[src/common/iob_pkg.sv]
`default_nettype none

package iob_pkg;

  // Native bus widths
  localparam int ADDR_W = 8;
  localparam int DATA_W = 32;
  localparam int STRB_W = DATA_W / 8;

  // Register file geometry in 32-bit words
  localparam int REG_DEPTH   = 64;
  localparam int WORD_ADDR_W = $clog2(REG_DEPTH);
  localparam int BYTE_OFFS_W = $clog2(STRB_W);

  // Request from a master, a zero wstrb is a read
  typedef struct packed {
    logic              avalid;
    logic [ADDR_W-1:0] addr;
    logic [DATA_W-1:0] wdata;
    logic [STRB_W-1:0] wstrb;
  } iob_req_t;

  // Response from a slave
  // rvalid is a single-cycle pulse one cycle after a read is accepted
  typedef struct packed {
    logic              ready;
    logic              rvalid;
    logic [DATA_W-1:0] rdata;
  } iob_rsp_t;

  typedef enum logic {
    ARB_IDLE      = 1'b0,
    ARB_READ_WAIT = 1'b1
  } arb_state_e;

endpackage

`default_nettype wire

[src/common/axil_pkg.sv]
`default_nettype none

package axil_pkg;

  // Same widths as the native bus behind the bridge
  localparam int AXIL_ADDR_W = iob_pkg::ADDR_W;
  localparam int AXIL_DATA_W = iob_pkg::DATA_W;
  localparam int AXIL_STRB_W = iob_pkg::STRB_W;

  typedef enum logic [1:0] {
    RESP_OKAY   = 2'b00,
    RESP_SLVERR = 2'b10
  } axil_resp_e;

  // Everything driven by the master
  typedef struct packed {
    logic                   awvalid;
    logic [AXIL_ADDR_W-1:0] awaddr;
    logic                   wvalid;
    logic [AXIL_DATA_W-1:0] wdata;
    logic [AXIL_STRB_W-1:0] wstrb;
    logic                   bready;
    logic                   arvalid;
    logic [AXIL_ADDR_W-1:0] araddr;
    logic                   rready;
  } axil_req_t;

  // Everything driven by the slave
  typedef struct packed {
    logic                   awready;
    logic                   wready;
    logic                   bvalid;
    axil_resp_e             bresp;
    logic                   arready;
    logic                   rvalid;
    logic [AXIL_DATA_W-1:0] rdata;
    axil_resp_e             rresp;
  } axil_rsp_t;

endpackage

`default_nettype wire

[src/axil2iob/axil2iob.sv]
`timescale 1ns/100ps
`default_nettype none

module axil2iob (
  input  logic                clk_i,
  input  logic                rst_n_i,
  input  axil_pkg::axil_req_t axil_req_i,
  output axil_pkg::axil_rsp_t axil_rsp_o,
  output iob_pkg::iob_req_t   iob_req_o,
  input  iob_pkg::iob_rsp_t   iob_rsp_i
);

  import axil_pkg::*;
  import iob_pkg::*;

  logic              rd_req;
  logic              wr_req;
  logic              aw_fire;
  logic              w_fire;
  logic              r_fire;
  logic [ADDR_W-1:0] awaddr_q;
  logic              bvalid_q;
  logic              rvalid_q;
  logic [DATA_W-1:0] rdata_q;

  // Reads win over writes in the same cycle
  assign rd_req = axil_req_i.arvalid;
  // Writes with an empty strobe never reach the bus
  assign wr_req = axil_req_i.wvalid & (|axil_req_i.wstrb) & ~rd_req;

  assign aw_fire = axil_req_i.awvalid & axil_rsp_o.awready;
  assign w_fire  = axil_req_i.wvalid & axil_rsp_o.wready;
  assign r_fire  = rvalid_q & axil_req_i.rready;

  // Native request, fully combinational
  always_comb begin
    iob_req_o.avalid = rd_req | wr_req;
    if (rd_req) begin
      iob_req_o.addr = axil_req_i.araddr;
    end else if (axil_req_i.awvalid) begin
      iob_req_o.addr = axil_req_i.awaddr;
    end else begin
      // W arrived after its AW
      iob_req_o.addr = awaddr_q;
    end
    iob_req_o.wdata = axil_req_i.wdata;
    iob_req_o.wstrb = rd_req ? '0 : axil_req_i.wstrb;
  end

  // Keep the last accepted write address for a late W beat
  always_ff @(posedge clk_i) begin
    if (aw_fire) begin
      awaddr_q <= axil_req_i.awaddr;
    end
  end

  // Held so rdata stays stable until the master takes it
  always_ff @(posedge clk_i) begin
    if (iob_rsp_i.rvalid) begin
      rdata_q <= iob_rsp_i.rdata;
    end
  end

  always_ff @(posedge clk_i) begin
    if (!rst_n_i) begin
      bvalid_q <= 1'b0;
      rvalid_q <= 1'b0;
    end else begin
      if (w_fire) begin
        bvalid_q <= 1'b1;
      end else if (axil_req_i.bready) begin
        bvalid_q <= 1'b0;
      end

      if (iob_rsp_i.rvalid) begin
        rvalid_q <= 1'b1;
      end else if (r_fire) begin
        rvalid_q <= 1'b0;
      end
    end
  end

  always_comb begin
    axil_rsp_o.awready = iob_rsp_i.ready;
    // No W acknowledge while a read takes the bus
    axil_rsp_o.wready  = iob_rsp_i.ready & ~rd_req;
    axil_rsp_o.bvalid  = bvalid_q;
    axil_rsp_o.bresp   = RESP_OKAY;
    axil_rsp_o.arready = iob_rsp_i.ready;
    axil_rsp_o.rvalid  = rvalid_q;
    axil_rsp_o.rdata   = rdata_q;
    axil_rsp_o.rresp   = RESP_OKAY;
  end

endmodule

`default_nettype wire

[src/hdl/dual_axil_regfile_top.sv]
`timescale 1ns/100ps
`default_nettype none

module dual_axil_regfile_top (
  input  logic                clk_i,
  input  logic                rst_n_i,
  input  axil_pkg::axil_req_t axil_a_req_i,
  output axil_pkg::axil_rsp_t axil_a_rsp_o,
  input  axil_pkg::axil_req_t axil_b_req_i,
  output axil_pkg::axil_rsp_t axil_b_rsp_o
);

  import iob_pkg::*;

  // Bridge side of the arbiter
  iob_req_t bridge_a_req;
  iob_rsp_t bridge_a_rsp;
  iob_req_t bridge_b_req;
  iob_rsp_t bridge_b_rsp;

  // Shared bus into the register file
  iob_req_t regfile_req;
  iob_rsp_t regfile_rsp;

  axil2iob u_bridge_a (
    .clk_i      (clk_i),
    .rst_n_i    (rst_n_i),
    .axil_req_i (axil_a_req_i),
    .axil_rsp_o (axil_a_rsp_o),
    .iob_req_o  (bridge_a_req),
    .iob_rsp_i  (bridge_a_rsp)
  );

  axil2iob u_bridge_b (
    .clk_i      (clk_i),
    .rst_n_i    (rst_n_i),
    .axil_req_i (axil_b_req_i),
    .axil_rsp_o (axil_b_rsp_o),
    .iob_req_o  (bridge_b_req),
    .iob_rsp_i  (bridge_b_rsp)
  );

  // Port A on m0, so it wins the first tie
  iob_arbiter u_arbiter (
    .clk_i    (clk_i),
    .rst_n_i  (rst_n_i),
    .m0_req_i (bridge_a_req),
    .m1_req_i (bridge_b_req),
    .m0_rsp_o (bridge_a_rsp),
    .m1_rsp_o (bridge_b_rsp),
    .s_req_o  (regfile_req),
    .s_rsp_i  (regfile_rsp)
  );

  iob_regfile u_regfile (
    .clk_i     (clk_i),
    .rst_n_i   (rst_n_i),
    .iob_req_i (regfile_req),
    .iob_rsp_o (regfile_rsp)
  );

endmodule

`default_nettype wire

[src/hdl/iob_arbiter.sv]
`timescale 1ns/100ps
`default_nettype none

module iob_arbiter (
  input  logic              clk_i,
  input  logic              rst_n_i,
  input  iob_pkg::iob_req_t m0_req_i,
  input  iob_pkg::iob_req_t m1_req_i,
  output iob_pkg::iob_rsp_t m0_rsp_o,
  output iob_pkg::iob_rsp_t m1_rsp_o,
  output iob_pkg::iob_req_t s_req_o,
  input  iob_pkg::iob_rsp_t s_rsp_i
);

  import iob_pkg::*;

  arb_state_e state_q;
  logic       idle;
  logic       gnt0;
  logic       gnt1;
  logic       accept;
  logic       is_read;
  // Master served last, high for m1
  logic       last_m1_q;
  // Owner of the outstanding read, high for m1
  logic       owner_m1_q;

  assign idle = (state_q == ARB_IDLE);

  // Round robin, the master not served last wins a tie
  assign gnt0 = idle & m0_req_i.avalid & (~m1_req_i.avalid | last_m1_q);
  assign gnt1 = idle & m1_req_i.avalid & (~m0_req_i.avalid | ~last_m1_q);

  always_comb begin
    s_req_o        = gnt1 ? m1_req_i : m0_req_i;
    s_req_o.avalid = gnt0 | gnt1;
  end

  assign accept  = s_req_o.avalid & s_rsp_i.ready;
  assign is_read = ~|s_req_o.wstrb;

  // A master sees ready unless the peer holds the grant
  // or a read is still in flight
  always_comb begin
    m0_rsp_o.ready  = s_rsp_i.ready & idle & ~gnt1;
    m0_rsp_o.rvalid = s_rsp_i.rvalid & ~idle & ~owner_m1_q;
    m0_rsp_o.rdata  = s_rsp_i.rdata;

    m1_rsp_o.ready  = s_rsp_i.ready & idle & ~gnt0;
    m1_rsp_o.rvalid = s_rsp_i.rvalid & ~idle & owner_m1_q;
    m1_rsp_o.rdata  = s_rsp_i.rdata;
  end

  always_ff @(posedge clk_i) begin
    if (!rst_n_i) begin
      state_q    <= ARB_IDLE;
      // Port A takes the first tie
      last_m1_q  <= 1'b1;
      owner_m1_q <= 1'b0;
    end else begin
      case (state_q)
        ARB_IDLE: begin
          if (accept) begin
            last_m1_q <= gnt1;
            if (is_read) begin
              state_q    <= ARB_READ_WAIT;
              owner_m1_q <= gnt1;
            end
          end
        end
        ARB_READ_WAIT: begin
          // Nobody is granted until the data comes back
          if (s_rsp_i.rvalid) begin
            state_q <= ARB_IDLE;
          end
        end
        default: begin
          state_q <= ARB_IDLE;
        end
      endcase
    end
  end

endmodule

`default_nettype wire

[src/hdl/iob_regfile.sv]
`timescale 1ns/100ps
`default_nettype none

module iob_regfile (
  input  logic              clk_i,
  input  logic              rst_n_i,
  input  iob_pkg::iob_req_t iob_req_i,
  output iob_pkg::iob_rsp_t iob_rsp_o
);

  import iob_pkg::*;

  logic [DATA_W-1:0]      mem_q [REG_DEPTH];
  logic [WORD_ADDR_W-1:0] word_idx;
  logic                   accept;
  logic                   rd_accept;
  logic                   rvalid_q;
  logic [DATA_W-1:0]      rdata_q;

  // Word index, upper address bits beyond the depth are dropped
  assign word_idx  = iob_req_i.addr[BYTE_OFFS_W +: WORD_ADDR_W];
  assign accept    = iob_req_i.avalid & iob_rsp_o.ready;
  assign rd_accept = accept & ~|iob_req_i.wstrb;

  always_ff @(posedge clk_i) begin
    if (!rst_n_i) begin
      for (int i = 0; i < REG_DEPTH; i++) begin
        mem_q[i] <= '0;
      end
    end else if (accept) begin
      for (int b = 0; b < STRB_W; b++) begin
        if (iob_req_i.wstrb[b]) begin
          mem_q[word_idx][8*b +: 8] <= iob_req_i.wdata[8*b +: 8];
        end
      end
    end
  end

  always_ff @(posedge clk_i) begin
    if (rd_accept) begin
      rdata_q <= mem_q[word_idx];
    end
  end

  always_ff @(posedge clk_i) begin
    if (!rst_n_i) begin
      rvalid_q <= 1'b0;
    end else begin
      rvalid_q <= rd_accept;
    end
  end

  // Busy only while returning read data
  assign iob_rsp_o.ready  = ~rvalid_q;
  assign iob_rsp_o.rvalid = rvalid_q;
  assign iob_rsp_o.rdata  = rdata_q;

endmodule

`default_nettype wire

[config.mk]
export PLATFORM = sky130hd
export DESIGN_NAME = dual_axil_regfile_top
export DESIGN_NICKNAME = d
export VERILOG_FILES = /design/src/common/iob_pkg.sv /design/src/common/axil_pkg.sv /design/src/axil2iob/axil2iob.sv /design/src/hdl/dual_axil_regfile_top.sv /design/src/hdl/iob_arbiter.sv /design/src/hdl/iob_regfile.sv
export SDC_FILE = /design/constraint.sdc
export NUM_CORES = 2
export LEC_CHECK = 0
export BUFFER_PORTS_ARGS = -buffer_cell sky130_fd_sc_hd__buf_2
export CORE_UTILIZATION = 52
export DETAILED_ROUTE_END_ITERATION = 10
export PLACE_DENSITY = 0.71
export SKIP_CTS_REPAIR_TIMING = 1
export SYNTH_ARGS = -nofsm -noshare
export SYNTH_HDL_FRONTEND = slang
export SYNTH_SLANG_ARGS = --single-unit
[constraint.sdc]
create_clock -name clk_i -period 4.9 [get_ports clk_i]
set_input_delay 0 -clock clk_i [delete_from_list [all_inputs] [get_ports clk_i]]
set_output_delay 0 -clock clk_i [all_outputs]
set_load 0.005 [all_outputs]
## After elaboration in Yosys (flattened, before gate mapping)

Memories as Yosys holds them, arrays and structs flattened. A register that Yosys moved wholly into a read port is not among the register bits.
Cells that the tools add are included.

- Register bits: 88
- Bits in latches: 0
- RAM bits: 2048
- ROM bits: 0
- Input bits: 116
- Output and inout bits: 82
- Logic and storage cells: 103
- Memories: 1

Memories:

| memory | depth | width | read ports | clocked after memory_dff | wr ports | line | RTL |
|---|---|---|---|---|---|---|---|
| u_regfile.mem_q | 64 | 32 | 1 | 1 | 64 | iob_regfile.sv:13 | `logic [DATA_W-1:0] mem_q [REG_DEPTH];` |

- $add $sub $neg: 0
- $mul: 0
- Div/mod/pow operators: 0
- Magnitude comparators: 0
- Eq/ne operators: 0
- Shifts and indexed selects: 0
- Muxes and demuxes: 39
- Bitwise logic cells: 40
- Reductions and logical operators: 11

Operators with widths:

| cell | count |
|---|---|
| 44-bit two-way mux | 1 |
| 32-bit two-way mux | 1 |
| 8-bit two-way mux | 4 |
| 32-bit OR reduction | 1 |
| 1-bit two-way mux | 28 |
| 1-bit bitwise AND | 24 |
| 4-bit two-way mux | 3 |
| 4-bit OR reduction | 3 |
| 1-bit NOT | 11 |
| 2-bit nonzero test | 4 |
| 6-bit two-way mux | 1 |
| 1-bit bitwise OR | 5 |
| 3-bit AND reduction | 1 |
| 1-bit one-hot mux with 2 select lines | 1 |
| 2-bit AND reduction | 1 |
| 1-bit logical NOT | 1 |

## Depth between registers and ports, before layout

- Depth in word-level cells: 14
- Depth in mapped cells: 14

## Modules after synthesis

From an unflattened synthesis, not the netlist that was laid out.

- Cells, all modules: 7506
- Area total of the unflattened synthesis: 99897.1 um^2

Modules (own cells, without submodules):

| module | instances | cells an instance | area an instance (um^2) | sequential area each (um^2) |
|---|---|---|---|---|
| iob_regfile | 1 | 7120 | 95064.9 | 62479.9 |
| axil2iob | 2 | 123 | 1813.0 | 1241.2 |
| iob_arbiter | 1 | 140 | 1206.2 | 60.1 |

## Worst setup path after synthesis

OpenSTA, ideal clock, no wires.

- Kind: in2reg
- Start point: input port axil_b_req_i[11] (netlist bit)
- End point: register u_arbiter.owner_m1_q
- Library setup time: 119 ps
- Data arrival time: 4126 ps
- Setup slack: 655 ps
- Stages: 9
- Path buffers: 1
- Cells stage by stage: o41a_1 o221a_4 buf_6 and3_1 a31oi_1 nand3_1 nor3_1 mux2i_1 nor2b_1

- Cells in the longest elaborated chain, start to end: 10
- Elaborated cells between the ends (all ways): 16

Ends and longest elaborated chain:

| what | line | RTL |
|---|---|---|
| start: declaration | dual_axil_regfile_top.sv:9 | `input axil_pkg::axil_req_t axil_b_req_i,` |
| 4-bit OR reduction | axil2iob.sv:29 | `assign wr_req = axil_req_i.wvalid & (\|axil_req_i.wstrb) & ~rd_req;` |
| 1-bit bitwise AND (2 in series) | axil2iob.sv:29 |  |
| 1-bit bitwise OR | axil2iob.sv:37 | `iob_req_o.avalid = rd_req \| wr_req;` |
| 1-bit bitwise AND or 1-bit NOT (tied branches) | iob_arbiter.sv:32, iob_arbiter.sv:31 |  |
| 1-bit bitwise AND or 1-bit bitwise OR (tied branches) | iob_arbiter.sv:32, iob_arbiter.sv:31 |  |
| 44-bit two-way mux or 1-bit bitwise AND (tied branches) | iob_arbiter.sv:35, iob_arbiter.sv:31 |  |
| 4-bit OR reduction or 1-bit bitwise OR (tied branches) | iob_arbiter.sv:40, iob_arbiter.sv:36 |  |
| 1-bit NOT (no line) or 1-bit bitwise AND (tied branches) | n/a |  |
| 3-bit AND reduction (no line) | n/a |  |
| end signal: assignment | iob_arbiter.sv:67 | `owner_m1_q <= gnt1;` |
| end: declaration | iob_arbiter.sv:26 | `logic owner_m1_q;` |

Several ways; a longest one is shown, not always the timed one.
A chain may end at the register's enable or synchronous reset.

==> flow_metrics.env <==
export IMPL_ys_flop_type="edfxtp_1"
export IMPL_cpMaxStageDelayCell="dlygate4sd3_1"
export IMPL_fmax_mhz=206
export IMPL_r2r_start="u_arbiter.last_m1_q"
export IMPL_drv_slew=0
export IMPL_yosysTopAreaCell="edfxtp_1"
export IMPL_worstPathBufferInverterCount=3
export IMPL_htreeDepth=4
export IMPL_path_clk_slew_ns=0.07
export IMPL_finalWirelength_um=294000
export IMPL_cp_top_family="buffers and inverters"
export IMPL_core_sq_um=179000
export IMPL_overflow=0
export IMPL_critPathKind="reg -> reg"
export IMPL_reg2regPathDepth=7
export IMPL_io_buffer_count=181
export IMPL_via_count=71000
export IMPL_fillers=14000
export IMPL_hp_start="axil_b_req_i[0]"
export IMPL_postRouteAntennaNets=0
export IMPL_place_gp_congestion=0.924
export IMPL_arrival_ns=5.44
export IMPL_syn_to_final_growth_pct=13.7
export IMPL_clk_latency_ns=0.88
export IMPL_drcViolationCount=0
export IMPL_worstReg2RegEnd="u_regfile.mem_q[44][26]"
export IMPL_worstPathRequired_ns=5.49
export IMPL_slew_headroom_pct=7.28
export IMPL_hold_viol=3
export IMPL_synth_common_cells="2156 x edfxtp_1, 2062 x nor2_1, 1473 x o21ai_0"
export IMPL_start_util_pct=52.5
export IMPL_routed_top_layer="met5"
export IMPL_cp_cell_sequence="nand2_1, o221ai_4, buf_4, buf_4, mux2i_4, dlygate4sd3_1, nor2_1"
export IMPL_track_usage_pct=31.5
export IMPL_cts_sinks=2164
export IMPL_synth_edff_count=2156
export IMPL_ir_drop_mv=0.430
export IMPL_p_per_area_nw_per_um2=405
export IMPL_fin_ws_ns=0.0447
export IMPL_cp_end_kind="flip-flop"
export IMPL_drtIter0Drc=10600
export IMPL_drive_gt1_share_pct=11.0
export IMPL_ys_async_sr_fraction_pct=0
export IMPL_num_nets_final=8584
export IMPL_fin_tns_setup_ns=0
export IMPL_fp_dieH_um=427
export IMPL_skew_ns=0.0511
export IMPL_dieArea_sq_um=182000
export IMPL_met1_length_um=104000
export IMPL_ys_warn_count=0
export IMPL_slowest_delay_ns=0.95
export IMPL_violations="negative hold slack"
export IMPL_ys_seq_area_share_pct=69.1
export IMPL_seqCellArea_sq_um=64900
export IMPL_hold_slack_ns=-0.0398
export IMPL_synth_top_area_share_pct=68.9
export IMPL_syn_area_sq_um=94000
export IMPL_min_period_over_period_pct=99.1
export IMPL_hp_class="in -> reg"
export IMPL_r2r_slack_ns=0.04
export IMPL_yosysUniqueCellTypes=60
export IMPL_fin_crit_ns=4.86
export IMPL_status="complete, but fails checks"
export IMPL_clockBufferDepth=3
export IMPL_drt_wirelength_per_cell_um=26.8
export IMPL_route_met3_wl_um=40900
export IMPL_cts_tree="done"
export IMPL_cp_start_kind="flip-flop"
export IMPL_cap_viol_max_count=0
export IMPL_hold_path_endpoint="u_bridge_b.rvalid_q"
export IMPL_cts_root_buffer="clkbuf_16"
export IMPL_pre_cts_ws_ns=0.412
export IMPL_syn_avg_cell_area_sq_um=11.3
export IMPL_synth_most_common_cell="edfxtp_1"
export IMPL_cpMostUsedCell="buf_4"
export IMPL_route_met2_wl_um=136000
export IMPL_crit_fanout=19
export IMPL_dpl_hpwl_um=179000
export IMPL_grt_max_degree=142
export IMPL_p_leak_nw=38.0
export IMPL_dieWidth_um=427
export IMPL_multi_input_area_sq_um=26800
export IMPL_grt_antenna_before_repair=7
export IMPL_setup_viol=0
export IMPL_drt_pass1_iterations=6
export IMPL_drt_vias_per_instance=6.46
export IMPL_netlist_instances=8310
export IMPL_grt_pass1_vias=67000
export IMPL_grt_pass1_wl_um=424000
export IMPL_row_count=155
export IMPL_pin_count=198
export IMPL_numCtsBuffers=208
export IMPL_worst_pin_slew_ns=1.38
export IMPL_synth_seq_cells=2164
export IMPL_worstHoldPathCells=4
export IMPL_yosys_top_cells_area="edfxtp_1 69%, nor2_1 8.2%, o21ai_0 7.8%"
[flip-flops by register name, summed over array words and instances (netlist names)]
name	count
u_bridge_b.bvalid_q	1
u_regfile.rdata_q	32
u_regfile.rvalid_q	1
u_bridge_b.awaddr_q	6
u_bridge_a.awaddr_q	6
u_arbiter.owner_m1_q	1
u_regfile.mem_q	2048
u_bridge_b.rdata_q	32
u_arbiter.last_m1_q	1
u_bridge_a.rdata_q	32
u_bridge_a.rvalid_q	1
u_arbiter.state_q	1
u_bridge_a.bvalid_q	1
u_bridge_b.rvalid_q	1
[through the flow]
step	instances	area [sq um]	util [%]	power (mW)	hold slack, ns
2_1_floorplan	8317	94000	-	24.5	0.0989
3_3_place_gp	10500	99200	55.4	27.3	0.196
3_5_place_dp	10500	99200	55.4	27.4	0.200
4_1_cts	10900	106000	59.1	43.0	-0.727
5_1_grt	11000	107000	59.7	44.2	-0.0136
6_report	11000	107000	59.7	43.3	-0.0398
[where the power goes]
group / switching, mW / internal, mW
Clock: 7.08 / 8.82
Combinational: 4.50 / 1.47
Sequential: 0.296 / 21.1
[logic make-up after synthesis]
kind of cell	after synthesis	synth area share, %
and+or+nand+nor	3428	15.6
DFF	2164	69.1
AOI/OAI and AO/OA	1970	11.7
buffers and inverters	697	3.08
muxes	50	0.536
other	1	0.00399
[tightest hold or removal path: cells and delay by family]
| kind | cells | cell delay (ns) |
|---|---|---|
| AOI/OAI and AO/OA | 1 | 0.15 |
| and+or+nand+nor | 1 | 0.03 |
| buffers and inverters | 2 | 0.61 |
[routing by layer]
layer / up-vias / global-route usage [%]
li1: 30400 / -
met5: - / 0
met3: 787 / 7.88
met1: 34600 / 41.8
met2: 5230 / 49.0
met4: 6 / 14.3
[layout by cell type, fill, tap and decap left out, types with 73 or more instances in the layout]
cell	count
o21ai_0	1473
buf_4	265
edfxtp_1	2156
a22oi_1	150
nand2_1	772
o31ai_1	73
buf_2	180
dlygate4sd3_1	106
buf_12	81
o21ai_1	84
and4_1	95
nor2_1	2060
clkbuf_16	209
nand4_1	314
[area by class of cell]
class | count | share of cell area [%]
Tap cell | 2355 | 2.76
Antenna cell | 2 | 0.00468
Inverter | 5 | 0.0176
Clock buffer | 254 | 5.07
Clock inverter | 132 | 1.15
Timing Repair Buffer | 633 | 5.23
Multi-Input combinational cell | 5456 | 25.0
Sequential cell | 2164 | 60.7
[worst max path at each step]
stage | start | to | slack, ns | depth (start not counted)
finish | u_arbiter.last_m1_q | u_regfile.mem_q[44][26] | 0.04 | 7
global route | u_arbiter.last_m1_q | u_regfile.mem_q[44][26] | -0.0008 | 7
CTS | u_arbiter.state_q | u_regfile.mem_q[1][14] | 0.39 | 8
detailed placement | axil_b_req_i[11] | u_regfile.rdata_q[9] | 0.41 | 11
global placement | axil_b_req_i[11] | u_regfile.rdata_q[9] | 0.50 | 11
floorplan | axil_b_req_i[11] | u_arbiter.owner_m1_q | 0.66 | 9
No activity file was read; power rests on OpenSTA's default activity.
